$ cat config.mk
export PLATFORM = sky130hd
export DESIGN_NAME = stream_top
export DESIGN_NICKNAME = d
export VERILOG_FILES = /design/src/design/stream_pkg.sv /design/src/design/fifo_pkg.sv /design/src/design/stream_top.sv /design/src/design/stream_accumulator.sv /design/src/design/pipelined_fifo.sv /design/src/design/pattern_source.sv
export SDC_FILE = /design/constraint.sdc
export NUM_CORES = 1
export LEC_CHECK = 0
export BUFFER_PORTS_ARGS = -buffer_cell sky130_fd_sc_hd__buf_4
export CORE_MARGIN = 3
export CORE_UTILIZATION = 47
export DETAILED_ROUTE_END_ITERATION = 12
export GPL_TIMING_DRIVEN = 1
export HOLD_SLACK_MARGIN = 0.05
export PLACE_DENSITY = 0.6
export SKIP_CTS_REPAIR_TIMING = 1
export SYNTH_ARGS = -nofsm -noshare
export SYNTH_HDL_FRONTEND = slang
export SYNTH_HIERARCHICAL = 1
export SYNTH_SLANG_ARGS = --single-unit
$ cat constraint.sdc
create_clock -name clk -period 9.77 [get_ports clk]
set_input_delay 0.4885 -clock clk [delete_from_list [all_inputs] [get_ports clk]]
set_output_delay 0.4885 -clock clk [all_outputs]
set_load 0.02 [all_outputs]
$ cat src/design/stream_pkg.sv
package stream_pkg;

    // Width of the length field of a command
    localparam int LEN_WIDTH = 8;

    // Galois feedback mask, right shifting form of x^32 + x^22 + x^2 + x + 1
    localparam logic [31:0] LFSR_POLY = 32'h8020_0003;

    // Pattern opcodes
    typedef enum logic [1:0] {
        PAT_CONST = 2'd0,
        PAT_RAMP  = 2'd1,
        PAT_LFSR  = 2'd2
    } pattern_e;

    // Source control states
    typedef enum logic {
        SRC_IDLE = 1'b0,
        SRC_EMIT = 1'b1
    } source_state_e;

endpackage

$ cat src/design/fifo_pkg.sv
package fifo_pkg;

    // Stored word width
    localparam int DATA_WIDTH = 32;

    // Memory geometry
    localparam int ADDR_WIDTH = 4;
    localparam int DEPTH      = 1 << ADDR_WIDTH;

    // Stages in the write commit path and in the read data path
    localparam int PIPE_STAGES = 2;

    // almost_full rises when free entries drop to this many or fewer
    localparam int ALMOST_FULL_MARGIN = 4;

    // almost_empty stays high while this many or fewer words are stored
    localparam int ALMOST_EMPTY_MARGIN = 4;

    // One extra bit so a completely full memory can be told from empty
    localparam int COUNT_WIDTH = ADDR_WIDTH + 1;

endpackage
$ cat src/design/stream_top.sv
module stream_top
    import fifo_pkg::*;
    import stream_pkg::*;
(
    input  logic                   clk,
    input  logic                   rst_n,
    input  logic                   start,
    input  pattern_e               opcode,
    input  logic [DATA_WIDTH-1:0]  seed,
    input  logic [LEN_WIDTH-1:0]   length,
    input  logic                   drain_en,
    input  logic                   clear,
    output logic                   busy,
    output logic                   full,
    output logic                   almost_full,
    output logic                   empty,
    output logic                   almost_empty,
    output logic [COUNT_WIDTH-1:0] data_count,
    output logic                   rd_valid,
    output logic [DATA_WIDTH-1:0]  rd_data,
    output logic [DATA_WIDTH-1:0]  sum,
    output logic [15:0]            word_count
);

    logic                  wr_en;
    logic [DATA_WIDTH-1:0] wr_data;
    logic                  rd_en;

    pattern_source i_source (
        .clk     (clk),
        .rst_n   (rst_n),
        .start   (start),
        .opcode  (opcode),
        .seed    (seed),
        .length  (length),
        .full    (full),
        .busy    (busy),
        .wr_en   (wr_en),
        .wr_data (wr_data)
    );

    pipelined_fifo i_fifo (
        .clk          (clk),
        .rst_n        (rst_n),
        .wr_en        (wr_en),
        .wr_data      (wr_data),
        .full         (full),
        .almost_full  (almost_full),
        .rd_en        (rd_en),
        .rd_valid     (rd_valid),
        .rd_data      (rd_data),
        .empty        (empty),
        .almost_empty (almost_empty),
        .data_count   (data_count)
    );

    stream_accumulator i_accumulator (
        .clk        (clk),
        .rst_n      (rst_n),
        .drain_en   (drain_en),
        .clear      (clear),
        .empty      (empty),
        .rd_en      (rd_en),
        .rd_valid   (rd_valid),
        .rd_data    (rd_data),
        .sum        (sum),
        .word_count (word_count)
    );

endmodule

$ cat src/design/stream_accumulator.sv
module stream_accumulator
    import fifo_pkg::*;
(
    input  logic                  clk,
    input  logic                  rst_n,
    input  logic                  drain_en,
    input  logic                  clear,
    input  logic                  empty,
    output logic                  rd_en,
    input  logic                  rd_valid,
    input  logic [DATA_WIDTH-1:0] rd_data,
    output logic [DATA_WIDTH-1:0] sum,
    output logic [15:0]           word_count
);

    // One read per cycle while there is committed data to take
    assign rd_en = drain_en && !empty;

    always_ff @(posedge clk or negedge rst_n) begin
        if (!rst_n) begin
            sum        <= '0;
            word_count <= '0;
        end else if (clear) begin
            // A word arriving with clear starts the new totals
            if (rd_valid) begin
                sum        <= rd_data;
                word_count <= 16'd1;
            end else begin
                sum        <= '0;
                word_count <= '0;
            end
        end else if (rd_valid) begin
            sum        <= sum + rd_data;
            word_count <= word_count + 1'b1;
        end
    end

endmodule

$ cat src/design/pipelined_fifo.sv
module pipelined_fifo
    import fifo_pkg::*;
(
    input  logic                   clk,
    input  logic                   rst_n,
    input  logic                   wr_en,
    input  logic [DATA_WIDTH-1:0]  wr_data,
    output logic                   full,
    output logic                   almost_full,
    input  logic                   rd_en,
    output logic                   rd_valid,
    output logic [DATA_WIDTH-1:0]  rd_data,
    output logic                   empty,
    output logic                   almost_empty,
    output logic [COUNT_WIDTH-1:0] data_count
);

    logic [DATA_WIDTH-1:0]  mem [DEPTH];

    // Issue side, commit side and read pointers
    logic [COUNT_WIDTH-1:0] wr_ptr;
    logic [COUNT_WIDTH-1:0] wr_commit_ptr;
    logic [COUNT_WIDTH-1:0] rd_ptr;
    logic [COUNT_WIDTH-1:0] issued_count;

    // Write commit pipeline, data travels with its address
    logic [PIPE_STAGES-1:0] wr_pipe_en;
    logic [ADDR_WIDTH-1:0]  wr_pipe_addr [PIPE_STAGES];
    logic [DATA_WIDTH-1:0]  wr_pipe_data [PIPE_STAGES];

    // Stage 0 holds the memory word, the rest delay it
    logic [PIPE_STAGES:0]   rd_pipe_valid;
    logic [DATA_WIDTH-1:0]  rd_pipe_data [PIPE_STAGES+1];

    assign issued_count = wr_ptr - rd_ptr;
    assign data_count   = wr_commit_ptr - rd_ptr;

    // full counts writes still in the pipe, so no slot is handed out twice
    assign full         = (issued_count == COUNT_WIDTH'(DEPTH));
    assign almost_full  = (issued_count >= COUNT_WIDTH'(DEPTH - ALMOST_FULL_MARGIN));
    assign empty        = (data_count == '0);
    assign almost_empty = (data_count <= COUNT_WIDTH'(ALMOST_EMPTY_MARGIN));

    always_ff @(posedge clk or negedge rst_n) begin
        if (!rst_n) begin
            wr_ptr        <= '0;
            wr_commit_ptr <= '0;
            wr_pipe_en    <= '0;
        end else begin
            wr_pipe_en[0] <= wr_en;
            for (int i = 1; i < PIPE_STAGES; i++) begin
                wr_pipe_en[i] <= wr_pipe_en[i-1];
            end
            if (wr_en) begin
                wr_ptr <= wr_ptr + 1'b1;
            end
            if (wr_pipe_en[PIPE_STAGES-1]) begin
                wr_commit_ptr <= wr_commit_ptr + 1'b1;
            end
        end
    end

    always_ff @(posedge clk) begin
        if (wr_en) begin
            wr_pipe_addr[0] <= wr_ptr[ADDR_WIDTH-1:0];
            wr_pipe_data[0] <= wr_data;
        end
        for (int i = 1; i < PIPE_STAGES; i++) begin
            wr_pipe_addr[i] <= wr_pipe_addr[i-1];
            wr_pipe_data[i] <= wr_pipe_data[i-1];
        end
    end

    // Commit at the last write stage
    always_ff @(posedge clk) begin
        if (wr_pipe_en[PIPE_STAGES-1]) begin
            mem[wr_pipe_addr[PIPE_STAGES-1]] <= wr_pipe_data[PIPE_STAGES-1];
        end
    end

    always_ff @(posedge clk or negedge rst_n) begin
        if (!rst_n) begin
            rd_ptr        <= '0;
            rd_pipe_valid <= '0;
        end else begin
            rd_pipe_valid[0] <= rd_en;
            for (int i = 1; i <= PIPE_STAGES; i++) begin
                rd_pipe_valid[i] <= rd_pipe_valid[i-1];
            end
            if (rd_en) begin
                rd_ptr <= rd_ptr + 1'b1;
            end
        end
    end

    // Reads only target committed entries since empty follows data_count
    always_ff @(posedge clk) begin
        if (rd_en) begin
            rd_pipe_data[0] <= mem[rd_ptr[ADDR_WIDTH-1:0]];
        end
        for (int i = 1; i <= PIPE_STAGES; i++) begin
            rd_pipe_data[i] <= rd_pipe_data[i-1];
        end
    end

    assign rd_valid = rd_pipe_valid[PIPE_STAGES];
    assign rd_data  = rd_pipe_data[PIPE_STAGES];

endmodule

$ cat src/design/pattern_source.sv
module pattern_source
    import fifo_pkg::*;
    import stream_pkg::*;
(
    input  logic                  clk,
    input  logic                  rst_n,
    input  logic                  start,
    input  pattern_e              opcode,
    input  logic [DATA_WIDTH-1:0] seed,
    input  logic [LEN_WIDTH-1:0]  length,
    input  logic                  full,
    output logic                  busy,
    output logic                  wr_en,
    output logic [DATA_WIDTH-1:0] wr_data
);

    source_state_e          state;
    pattern_e               mode;
    logic [DATA_WIDTH-1:0]  word;
    logic [LEN_WIDTH-1:0]   remaining;
    logic                   last_word;

    // Next word of the sequence for the latched opcode
    function automatic logic [DATA_WIDTH-1:0] next_word(
        input pattern_e              op,
        input logic [DATA_WIDTH-1:0] w
    );
        logic [DATA_WIDTH-1:0] step;
        case (op)
            PAT_RAMP: step = w + 1'b1;
            PAT_LFSR: step = (w >> 1) ^ (w[0] ? LFSR_POLY : '0);
            default:  step = w;
        endcase
        return step;
    endfunction

    assign busy      = (state == SRC_EMIT);
    assign last_word = (remaining == LEN_WIDTH'(1));
    assign wr_data   = word;

    // A zero length command spends one cycle in EMIT without writing
    assign wr_en = busy && !full && (remaining != '0);

    always_ff @(posedge clk or negedge rst_n) begin
        if (!rst_n) begin
            state     <= SRC_IDLE;
            mode      <= PAT_CONST;
            remaining <= '0;
        end else begin
            case (state)
                SRC_IDLE: begin
                    if (start) begin
                        state     <= SRC_EMIT;
                        mode      <= opcode;
                        remaining <= length;
                    end
                end
                SRC_EMIT: begin
                    if (remaining == '0) begin
                        state <= SRC_IDLE;
                    end else if (wr_en) begin
                        remaining <= remaining - 1'b1;
                        if (last_word) begin
                            state <= SRC_IDLE;
                        end
                    end
                end
                default: state <= SRC_IDLE;
            endcase
        end
    end

    // Current word only moves on an accepted write, so it holds under back-pressure
    always_ff @(posedge clk) begin
        if (state == SRC_IDLE && start) begin
            word <= seed;
        end else if (wr_en) begin
            word <= next_word(mode, word);
        end
    end

endmodule

== After elaboration in Yosys (flattened, before gate mapping) ==
Memories as Yosys holds them, arrays and structs flattened.
Cells that the tools add are included.
Storage, ports and cells
  output and inout bits: 91
  register bits after elaboration: 111
  logic and storage cells: 75
  bits in writable memories: 680
  memories kept: 4
  bits of input ports: 47
Cells by class
  $lt $le $gt $ge: 2
  $add $sub $neg: 9
  bitwise logic cells: 2
  reduce and logical (&&, ||, !) cells: 15
  muxes and demuxes: 25
  equality and inequality tests: 7
Memory list
  i_fifo.mem: words 16, width 32, read ports 1, clocked after memory_dff 0, wr ports 1, line pipelined_fifo.sv:18  | logic [DATA_WIDTH-1:0] mem [DEPTH];
  i_fifo.rd_pipe_data: words 3, width 32, read ports 3, clocked after memory_dff 0, wr ports 3, line pipelined_fifo.sv:33  | logic [DATA_WIDTH-1:0] rd_pipe_data [PIPE_STAGES+1];
  i_fifo.wr_pipe_data: words 2, width 32, read ports 2, clocked after memory_dff 0, wr ports 2, line pipelined_fifo.sv:29  | logic [DATA_WIDTH-1:0] wr_pipe_data [PIPE_STAGES];
  i_fifo.wr_pipe_addr: words 2, width 4, read ports 2, clocked after memory_dff 0, wr ports 2, line pipelined_fifo.sv:28  | logic [ADDR_WIDTH-1:0] wr_pipe_addr [PIPE_STAGES];
Operator list (count)
  2-to-1 mux 32 bit: 6
  one-hot mux 32 bit (2 select lines): 1
  adder 32 x 1 -> 32 bit (second input constant): 1
  adder 32 bit: 1
  2-to-1 mux 16 bit: 2
  bitwise XOR 31 x 32 -> 32 bit: 1
  2-to-1 mux 8 bit: 3
  adder 16 x 1 -> 16 bit (second input constant): 1
  one-hot mux 8 bit (2 select lines): 1
  adder 5 x 1 -> 5 bit (second input constant): 3
  2-to-1 mux 1 bit: 11
  subtractor 5 bit: 2
  == test 8 x 1 -> 1 bit (second input constant): 1
  logical NOT 8 bit: 1
  nonzero test 8 bit: 1
  subtractor 8 x 1 -> 8 bit (second input constant): 1
  == test 5 bit (second input constant): 1
  greater-or-equal comparator 5 x 4 -> 1 bit (second input constant): 1
  <= comparator 5 x 3 -> 1 bit (second input constant): 1
  logical NOT 5 bit: 1
  logical AND 1 bit: 4
  != test 2 bit (second input constant): 2
  AND reduction 2 bit: 2
  nonzero test 2 bit: 2
  8 further kinds: 9

== Depth between registers and ports, before layout ==
Gate-level depths: netlist (run 1).
  depth after elaboration: 8
  mapped depth: 13
  depth with buffers taken out: 11

== Cells and area by module ==
Netlist (run 1), hierarchy kept.
By module, submodules not included
  pipelined_fifo: cells an instance 1109, instances 1, sequential area each 19919.1 um2, area each 24641.1 um2
  stream_accumulator: cells an instance 429, instances 1, sequential area each 1201.2 um2, area each 3668.5 um2
  pattern_source: cells an instance 321, instances 1, sequential area each 1236.2 um2, area each 2897.8 um2

== Worst setup path after synthesis (run 1) ==
OpenSTA, ideal clock, no wires.
  path kind: register to register
  start: reg i_fifo.rd_ptr[1]
  end: reg i_source.word[0], in the netlist i_source/wr_data[0] (enable)
  arrival time: 4.615 ns
  period minus slack after synthesis: 5.080 ns
  slack: 4.690 ns
  cell stages (with the launch flop): 11
  data required time: 9.304 ns
  library setup time: 0.466 ns
  path buffers: 2
  path through: dfrtp_1 -> buf_2 -> buf_1 -> inv_1 -> ha_1 -> and3b_1 -> o211ai_1 -> a211oi_1 -> nand2b_1 -> a41o_1 -> o21ai_0
Between the ends
  word-level cells in the longest chain between the ends: 7
Ends and longest elaborated chain
  from (decl): line pipelined_fifo.sv:23  | logic [COUNT_WIDTH-1:0] rd_ptr;
  from (signal assigned): line pipelined_fifo.sv:91  | rd_ptr <= rd_ptr + 1'b1;
  subtractor 5 bit: line pipelined_fifo.sv:35  | assign issued_count = wr_ptr - rd_ptr;
  == test 5 bit: line pipelined_fifo.sv:39  | assign full = (issued_count == COUNT_WIDTH'(DEPTH));
  net full: line stream_top.sv:14  | output logic full,
  logical NOT 1 bit: line pattern_source.sv:42  | assign wr_en = busy && !full && (remaining != '0);
  logical AND 1 bit (2 in series): line pattern_source.sv:42
  nonzero test 2 bit (no line)
  AND reduction 2 bit (no line)
  to (signal assigned): line pattern_source.sv:78  | word <= next_word(mode, word);
  to (decl): line pattern_source.sv:19  | logic [DATA_WIDTH-1:0] word;
The timed path passes the listed nets, and every way through them passes these cells.
A chain may end at the register's enable or synchronous reset.

== Worst setup path after layout (run 1) ==
  start: reg i_fifo.rd_ptr[1]
  end: out empty
Between the ends
  word-level cells in the longest chain between the ends: 2
Ends and longest elaborated chain
  subtractor 5 bit: line pipelined_fifo.sv:36  | assign data_count = wr_commit_ptr - rd_ptr;
  logical NOT 5 bit: line pipelined_fifo.sv:41  | assign empty = (data_count == '0);
  to (decl): line stream_top.sv:16  | output logic empty,
Every way passes these cells.

==> results of run 1 <==
-- power groups by stage --
stage | registers [mW] | logic [mW] | clock network, mW
final | 6.11 | 4.15 | 3.11
after global routing | 6.26 | 4.54 | 3.31
after CTS | 6.12 | 4.20 | 3.18
after detailed placement | 6.18 | 4.19 | 0
after global placement | 6.11 | 4.11 | 0
after floorplan | 5.77 | 3.11 | 0
-- per-layer routing --
layer  vias to the layer above  track usage  routed length [microns]  share of wire
met5                         -            0                        0              0
met4                         0       0.0508                     1400          0.020
met3                       106       0.0373                     4240          0.062
met2                       504        0.328                    33800           0.49
met1                      8517        0.274                    29300           0.43
li1                       7532            -                        -              -
-- registers in the layout, indices dropped and copies added, names as in the netlist, 5 cells and up --
signal / count
i_fifo/wr_ptr: 5
i_fifo/rd_ptr: 5
i_fifo/wr_commit_ptr: 5
i_accumulator/word_count: 16
i_fifo/wr_pipe_data: 64
i_accumulator/sum: 32
i_source/wr_data: 32
i_fifo/mem: 512
i_source/remaining: 8
i_fifo/rd_pipe_data: 96
i_fifo/wr_pipe_addr: 8
-- cell type report --
type	instances	area share
Sequential cell	791	0.624
Multi-Input combinational cell	933	0.231
Clock buffer	106	0.0619
Timing Repair Buffer	171	0.0362
Tap cell	855	0.0299
Clock inverter	46	0.0140
Inverter	25	0.00262
-- worst min-delay path: cells and delay by family --
| family | cells | cell delay, ns |
|---|---|---|
| AND/OR/NAND/NOR | 2 | 0.09 |
| buffers and inverters | 1 | 0.08 |
-- metrics by stage --
step,instances,utilization,setup slack [ns],hold slack (ns)
after floorplan,1859,-,4.69,0.193
after global placement,2774,0.509,6.07,0.311
after detailed placement,2774,0.509,5.97,0.313
after CTS,2926,0.551,5.41,-0.181
after global routing,2927,0.551,5.24,0.0668
final,2927,0.551,5.51,0.0919
-- cells in the mapped netlist (all sizes together), types with 3 or more instances --
master	number
edfxtp	612
mux4	128
nand2	125
dfxtp	100
a22oi	81
dfrtp	79
o21ai	78
nor2	72
a21oi	67
buf	56
clkbuf	54
ha	47
xor2	46
xnor2	38
nand3	34
inv	25
nand4	24
a21o	23
nor3	23
mux2i	20
o22ai	19
nand2b	13
nor2b	12
and3	7
nor4	7
o21a	6
or3	6
a31oi	5
a211oi	4
a21boi	4
and2	4
nand3b	4
a2111oi	3
mux2	3
nor3b	3
or4	3
-- path summary, 6_finish.rpt --
kind	to	slack (ns)	depth (start not counted)
hold reg to reg	i_fifo/rd_pipe_data[0][91]	0.32	0
max in group asynchronous	i_accumulator/sum[18]	8.35	3
min in group asynchronous	i_fifo/rd_pipe_valid[2]	0.39	2
setup / recovery	empty	5.51	6
hold / removal	i_source/mode[1]	0.09	3
setup reg to reg	i_fifo/rd_ptr[4]	6.05	9
-- cells by family after synthesis --
kind of cell	after synthesis	synth area share
xor+xnor	85	0.0243
fa+ha+maj	49	0.0201
flops	791	0.716
compound gates	303	0.0617
mux	151	0.0999
simple gates	345	0.0553
buf+inv	135	0.0223
==> flow_summary.toml, run 1 <==
[detailed_routing]
drc = 0
viasPerCell = 5.69
routed_wl_mm = 68.7
wl_per_cell_microns = 23.5
firstDrtPassIters = 5
postRouteAntennaNets = 0
dr.first_iter.drc_count = 1308
via_count = 16700

[floorplan]
initial_utilization = 0.480
die_height_microns = 264
io_pins = 138
core_area_sq_mm = 0.0650
rows = 93
die_area_sq_mm = 0.0695
fp.dieW_microns = 264

[cells_and_area]
n_antenna_cell = 0
multi_input_comb_area_sq_mm = 0.00829
fin_area_sq_mm = 0.0358
fillCellCount = 5066
area_delta_synth_final_pct = 14.8
drive_gt1_frac = 0.226
fin_nets = 2099
final-seq-area_sq_mm = 0.0224
layout.cells.most_common = "edfxtp_1"
most-common-layout-cells = "edfxtp_1 (612), buf_4 (169), mux4_2 (128)"

[synth]
synth_area_leaders = "edfxtp_1 (59%), mux4_2 (9.2%), dfxtp_1 (6.4%)"
synth_flop_cell = "edfxtp_1"
seq_area_frac_synth = 0.716
synth_nets = 1955
yosysTopAreaCellShare = 0.589
synth_area_per_cell_sq_um = 16.8
synth-edff-count = 612
yosys.area.top_type = "edfxtp_1"
ys_warn_count = 6
syn-instance-count = 1859
ys_ff_latch = 791
syn_area_sq_mm = 0.0312
synthArstFlopShare = 0.0999
synth_cell_types = 68

[critical_path]
required_ns = 9.28
endpoint_kind = "primary output"
crit_start = "i_fifo/rd_ptr[1]"
crit_chain = "inv_1 > ha_1 > and3b_1 > or3_1 > a2111oi_0 > buf_4"
cpMaxStageDelayCell = "a2111oi_0"
arrival_ns = 3.77
path_max_fanout = 42
max_stage_delay_ns = 0.91
worst-path-buf-inv = 2
critPathLaunchType = "flop"
critPathKind = "flop to primary output"
cp_top_family = "compound AO/OA/AOI/OAI gates"
rr_startpoint = "i_fifo/rd_ptr[1]"

[power_and_ir_drop]
power_mw = 13.4
intPower_mw = 8.78
power_frac_clock = 0.233
power_switching_mw = 4.58
switching_share = 0.343
power_density_mw_per_mm2 = 373
peakVddDrop_v = 0.000228
power_frac_comb = 0.310
p_seq_frac = 0.457
leakagePower_nw = 12.7

[outcome]
status = "finished clean"

[run]
maxCapViolCount = 0

[sta]
rsz0062_at_grt = "no"
fmax_mhz = 235
hold_violations = 0
setup_viol = 0
drv_slew = 0
timing.final.crit_share = 0.436
tns_ns = 0
clock_skew_ns = 0.0196
finalCriticalPeriod_ns = 4.26
worst_slew_pin_slew_ns = 1.02
max_slew_margin = 0.305

[clock_network]
clock_latency_ns = 0.62
clkTransAtPathRegs_ns = 0.06
cts_made_buffers = 81
clockRootBuffer = "clkbuf_16"
htreeDepth = 3
cts_num_sinks = 791
tritoncts = "yes"
ctsLongestPathBuffers = 3

[hold_path]
hp-class = "input pin to flop"
min_from = "opcode[1]"

[place]
place_area_sq_mm = 0.0331
port_buffers = 137
place_congestion = 0.889
dp_hpwl_mm = 40.3

[global_routing]
grt_overflow_total = 0
grt_pass1_vias = 17300
grt_antenna_before_repair = 5
grt_max_degree = 105
grt_use_total = 0.199
grt_pass1_wl_mm = 105
Power figures use the tool's default switching activity.
==> run 2: changes to the inputs <==
Clock period 9.77 ns to 4 ns, I/O delays scaled along.
==> run 2 against run 1 <==
Against the previous run: routed wire length rose by 1.8%; power rose by 140%; first-iteration DRC count up 13%; critical path depth did not move; sequential power is 140% higher; setup slack worse by 4.9 ns; design area grew 1.3%; non-clock buffer count is 45 higher; register-to-register slack worse by 5.3 ns; combinational power grew to 2.5 times the previous value; clock-buffer cell count rose by 13; via count is 1.3% higher; largest cell class unchanged.
==> flow_summary.toml, run 2 (synthesized netlist as in run 1, its figures left out) <==
[outcome]
status = "finished clean"

[floorplan]
rows = 93
core_area_sq_mm = 0.0650
fp.dieW_microns = 264
io_pins = 138
initial_utilization = 0.480
die_height_microns = 264
die_area_sq_mm = 0.0695

[sta]
fmax_mhz = 299
drv_slew = 0
tns_ns = 0
hold_violations = 0
finalCriticalPeriod_ns = 3.34
worst_slew_pin_slew_ns = 1.18
timing.final.crit_share = 0.836
max_slew_margin = 0.212
rsz0062_at_grt = "no"
setup_viol = 0
clock_skew_ns = 0.0233
hold_slack_ns = 0.0681

[run]
maxCapViolCount = 0

[clock_network]
ctsLongestPathBuffers = 3
clkTransAtPathRegs_ns = 0.06
cts_made_buffers = 83
htreeDepth = 3
clockRootBuffer = "clkbuf_16"
cts_num_sinks = 791
tritoncts = "yes"
clock_latency_ns = 0.62

[global_routing]
met1_usage = 0.275
grt_pass1_vias = 17300
grt_overflow_total = 0
grt_pass1_wl_mm = 106
use_met3 = 0.0411
grt_use_total = 0.201
grt_antenna_before_repair = 2
grtUsageMet2 = 0.334
top_usage_layer = "met2"
grt_max_degree = 99

[cells_and_area]
fin_nets = 2146
layout.cells.most_common = "edfxtp_1"
most-common-layout-cells = "edfxtp_1 (612), buf_4 (170), mux4_2 (128)"
fin_area_sq_mm = 0.0363
area_delta_synth_final_pct = 16.3
final-seq-area_sq_mm = 0.0224
drive_gt1_frac = 0.219
fillCellCount = 5089
multi_input_comb_area_sq_mm = 0.00829
largest_reg_flops = 512
n_antenna_cell = 0

[detailed_routing]
dr.first_iter.drc_count = 1478
wl_per_cell_microns = 23.5
viasPerCell = 5.68
firstDrtPassIters = 5
drc = 0
postRouteAntennaNets = 0
routed_wl_mm = 70.0
via_count = 16900

[power_and_ir_drop]
p_seq_frac = 0.450
power_frac_clock = 0.231
leakagePower_nw = 12.9
power_density_mw_per_mm2 = 902
power_mw = 32.7
peakVddDrop_v = 0.000432
power_switching_mw = 11.2
intPower_mw = 21.5
switching_share = 0.342
power_frac_comb = 0.319

[critical_path]
required_ns = 3.80
critPathKind = "flop to primary output"
critPathLaunchType = "flop"
path_max_fanout = 8
endpoint_kind = "primary output"
arrival_ns = 3.14

[place]
port_buffers = 137
place_congestion = 0.888
place_area_sq_mm = 0.0332
dp_hpwl_mm = 40.1

[hold_path]
hp-class = "input pin to flop"
==> run 2: cell count changes in the layout (fill, tap and decap cells not counted), sizes merged <==
cell / before / now
clkinv: 30 / 22
inv: 29 / 27
clkbuf: 106 / 119
clkinvlp: 3 / 1
buf: 170 / 173
bufinv: 9 / 7
dlygate4sd3: 1 / 43
==> run 2: power by group through the flow <==
| stage | combinational (mW) | clock, mW | sequential (mW) |
|---|---|---|---|
| after floorplan | 7.61 | 0 | 14.1 |
| after global placement | 10.4 | 0 | 14.7 |
| after detailed placement | 10.5 | 0 | 14.9 |
| after CTS | 10.5 | 7.74 | 14.7 |
| after global routing | 11.4 | 8.08 | 15.1 |
| final | 10.4 | 7.56 | 14.7 |
==> run 2: worst max-delay path: stages, from the launching register on <==
cell       delay (ns)
dfrtp_1          0.50
inv_1            0.12
ha_1             0.34
and3b_1          0.21
or3_1            0.38
a2111oi_1        0.71
buf_4            0.26
==> run 2: final cells by class <==
type / count / share of cell area
flip-flops and latches: 791 / 0.616
inverters: 25 / 0.00259
multi-input cells: 933 / 0.228
well taps: 855 / 0.0295
clock buffers: 119 / 0.0644
repair buffers: 216 / 0.0487
clock inverters: 32 / 0.0102
==> run 2: worst paths after layout <==
check                                               end  cells past startpoint  slack (ns)                        from
min in group asynchronous  i_accumulator/word_count[11]                      2        0.09                       rst_n
hold reg to reg              i_fifo/rd_pipe_data[0][95]                      0        0.32  i_fifo/rd_pipe_data[0][63]
setup / recovery                                  empty                      6        0.66            i_fifo/rd_ptr[2]
max in group asynchronous         i_accumulator/sum[23]                      3        2.85                       rst_n
hold / removal              i_accumulator/word_count[3]                      2        0.07                       clear
setup reg to reg             i_fifo/wr_pipe_data[0][21]                      9        0.80            i_fifo/rd_ptr[2]
==> run 2: per-layer routing <==
layer,up-vias,routed length [microns]
li1,7620,-
met1,8645,29700
met2,505,34600
met3,108,4230
met4,0,1460
met5,-,0
==> run 2: through the flow <==
step	instances	setup slack, ns	util
final	2971	0.655	0.558
after global placement	2777	0.900	0.510
after floorplan	1859	0.0997	-
after CTS	2928	0.620	0.551
after detailed placement	2777	0.821	0.510
after global routing	2971	0.417	0.558
==> run 3: changes to the inputs <==
Settings changed: ABC_AREA set to 1, PLACE_DENSITY 0.6 to 0.62.
Clock period 4 ns to 2.7 ns, I/O delays scaled along.
==> run 3 against run 2 <==
Against the previous run: combinational power up 85%; sequential power is 48% higher; clock skew is 0.0014 ns lower; cell count up 68%; global-route usage increased by 1.2 points; sequential share of layout area decreased by 7.6 points; sequential cell count unchanged; clock power is 63% higher; critical path depth rose by 1; die area is 14% higher; synthesized area is 15% higher; setup slack worse by 0.47 ns.
==> flow_summary.toml, run 3 <==
[outcome]
status = "finished clean"

[power_and_ir_drop]
power_frac_clock = 0.231
power_switching_mw = 20.8
power_frac_comb = 0.361
peakVddDrop_v = 0.000969
intPower_mw = 32.5
leakagePower_nw = 19.0
p_seq_frac = 0.408
switching_share = 0.390
power_density_mw_per_mm2 = 1290

[synth]
synth_area_per_cell_sq_um = 9.46
synth_area_leaders = "edfxtp_1 (51%), nand2_1 (13%), inv_1 (7.3%)"
ys_ff_latch = 791
synthTopCellsByCount = "nand2_1 (1271), inv_1 (698), edfxtp_1 (612)"
ys_warn_count = 6
syn-instance-count = 3777
syn_area_sq_mm = 0.0357
synth_cell_types = 54
synth-edff-count = 612
yosysTopAreaCellShare = 0.514
synth_flop_cell = "edfxtp_1"
post-synth-top-count-cell = "nand2_1"
seq_area_frac_synth = 0.625
synthArstFlopShare = 0.0999
yosys.area.top_type = "edfxtp_1"
synth_nets = 3873

[detailed_routing]
routed_wl_mm = 84.6
wl_per_cell_microns = 17.0
postRouteAntennaNets = 0
drc = 0
viasPerCell = 4.94
dr.first_iter.drc_count = 1849
via_count = 24600
firstDrtPassIters = 6

[place]
place_congestion = 0.892
port_buffers = 137
dp_worst_setup_slack_ns = 0.174
dp_hpwl_mm = 49.3

[sta]
setup_viol = 0
timing.final.ws_setup_ns = 0.185
max_slew_margin = 0.163
finalCriticalPeriod_ns = 2.52
hold_slack_ns = 0.0987
clock_skew_ns = 0.0219
timing.final.crit_share = 0.931
rsz0062_at_grt = "no"
hold_violations = 0
drv_slew = 0
tns_ns = 0
worst_slew_pin_slew_ns = 1.25
fmax_mhz = 398

[cells_and_area]
final-seq-area_sq_mm = 0.0224
multi_input_comb_area_sq_mm = 0.00993
area_delta_synth_final_pct = 15.8
post-route-util = 0.552
layout.cells.most_common = "nand2_1"
fillCellCount = 6460
largest_reg_flops = 512
fin_nets = 4042
most-common-layout-cells = "nand2_1 (1270), inv_1 (697), edfxtp_1 (612)"
drive_gt1_frac = 0.101

[clock_network]
clockRootBuffer = "clkbuf_16"
cts_num_sinks = 791
htreeDepth = 3
cts_made_buffers = 84
clock_latency_ns = 0.63
clkTransAtPathRegs_ns = 0.06
tritoncts = "yes"
ctsLongestPathBuffers = 3

[critical_path]
endpoint_kind = "primary output"
critPathKind = "flop to primary output"
crit_chain = "ha_1 > inv_1 > fa_2 > nor2_1 > nand2_1 > nor2_4 > buf_4"
cpMaxStageDelayCell = "dfrtp_4"
critPathLaunchType = "flop"
required_ns = 2.57
max_stage_delay_ns = 0.51
path_max_fanout = 3
arrival_ns = 2.38

[floorplan]
fp.dieW_microns = 282
io_pins = 138
die_height_microns = 282
die_area_sq_mm = 0.0794
core_area_sq_mm = 0.0749
initial_utilization = 0.477
rows = 100

[global_routing]
grt_antenna_before_repair = 3
grt_pass1_wl_mm = 131
grt_overflow_total = 0
grt_use_total = 0.213
grt_pass1_vias = 23200
grt_max_degree = 150

[hold_path]
hp-class = "input pin to async pin"

[run]
maxCapViolCount = 0
-- run 3: changes by cell type in the layout (fill, tap and decap cells not counted), moves of 22 or more --
cell / previous run / this run
inv_1: 25 / 697
nand3_1: 33 / 436
mux4_2: 128 / 0
xor2_1: 46 / 19
nor2_1: 59 / 97
nand2_1: 125 / 1270
a22oi_1: 81 / 0
xnor2_1: 38 / 8
a21o_1: 23 / 1
-- run 3: final cells by class --
type,count,area share
tap,969,0.0293
inverter,707,0.0645
multi-input combinational,2121,0.240
sequential,791,0.540
clock buffer,100,0.0545
antenna,1,0.0000604
timing repair buffer,241,0.0538
clock inverter,56,0.0179
-- run 3: cell families (layout without fill, tap and decap cells) --
kind of cell             Yosys count  count (layout)  share of synthesized area
adder cells (fa/ha/maj)           49              49                     0.0176
XOR/XNOR                          28              28                    0.00686
AND/OR/NAND/NOR                 1891            1891                      0.222
multiplexers                       3               3                   0.000910
buffers and inverters            865            1104                      0.103
flip-flops                       791             791                      0.625
other                              0               1                          0
AO/OA/AOI/OAI                    150             150                     0.0246
-- run 3: stage by stage --
step,cells,power [mW],cell area [sq um]
detailed placement,4776,41.1,37900
global route,4985,56.8,41400
finish,4986,53.2,41400
floorplan,3777,34.3,35800
CTS,4932,53.5,40900
global placement,4776,40.8,37900
-- run 3: power groups by stage --
stage	sequential, mW	combinational (mW)	clock [mW]
finish	21.7	19.2	12.3
global route	22.2	21.6	13.0
CTS	21.8	19.2	12.5
detailed placement	22.0	19.1	0
global placement	21.9	18.9	0
floorplan	20.8	13.5	0
-- run 3: final timing paths --
kind / to / slack, ns / cells past startpoint / from
min in group clk: i_source/remaining[7] / 0.32 / 4 / length[7]
max in group asynchronous: i_source/mode[0] / 1.85 / 3 / rst_n
worst max register to register: i_fifo/wr_ptr[1] / 0.22 / 14 / i_fifo/rd_ptr[0]
worst min register to register: i_fifo/rd_pipe_data[0][93] / 0.32 / 0 / i_fifo/rd_pipe_data[0][61]
worst max-delay path: empty / 0.18 / 7 / i_fifo/rd_ptr[0]
worst min-delay path: i_accumulator/sum[7] / 0.1 / 2 / rst_n
-- run 3: critical path: cells and delay by family, from the launching register on --
family | cells | cell delay (ns)
flops | 1 | 0.51
fa+ha+maj | 2 | 0.63
buf+inv | 2 | 0.24
simple gates | 3 | 0.39
-- run 3: metal layers --
layer | track usage | up-vias | routed length, microns
met5 | 0 | - | 0
met2 | 0.361 | 653 | 40800
met3 | 0.0305 | 150 | 4600
met1 | 0.286 | 11500 | 37100
li1 | - | 12300 | -
met4 | 0.0642 | 0 | 2070
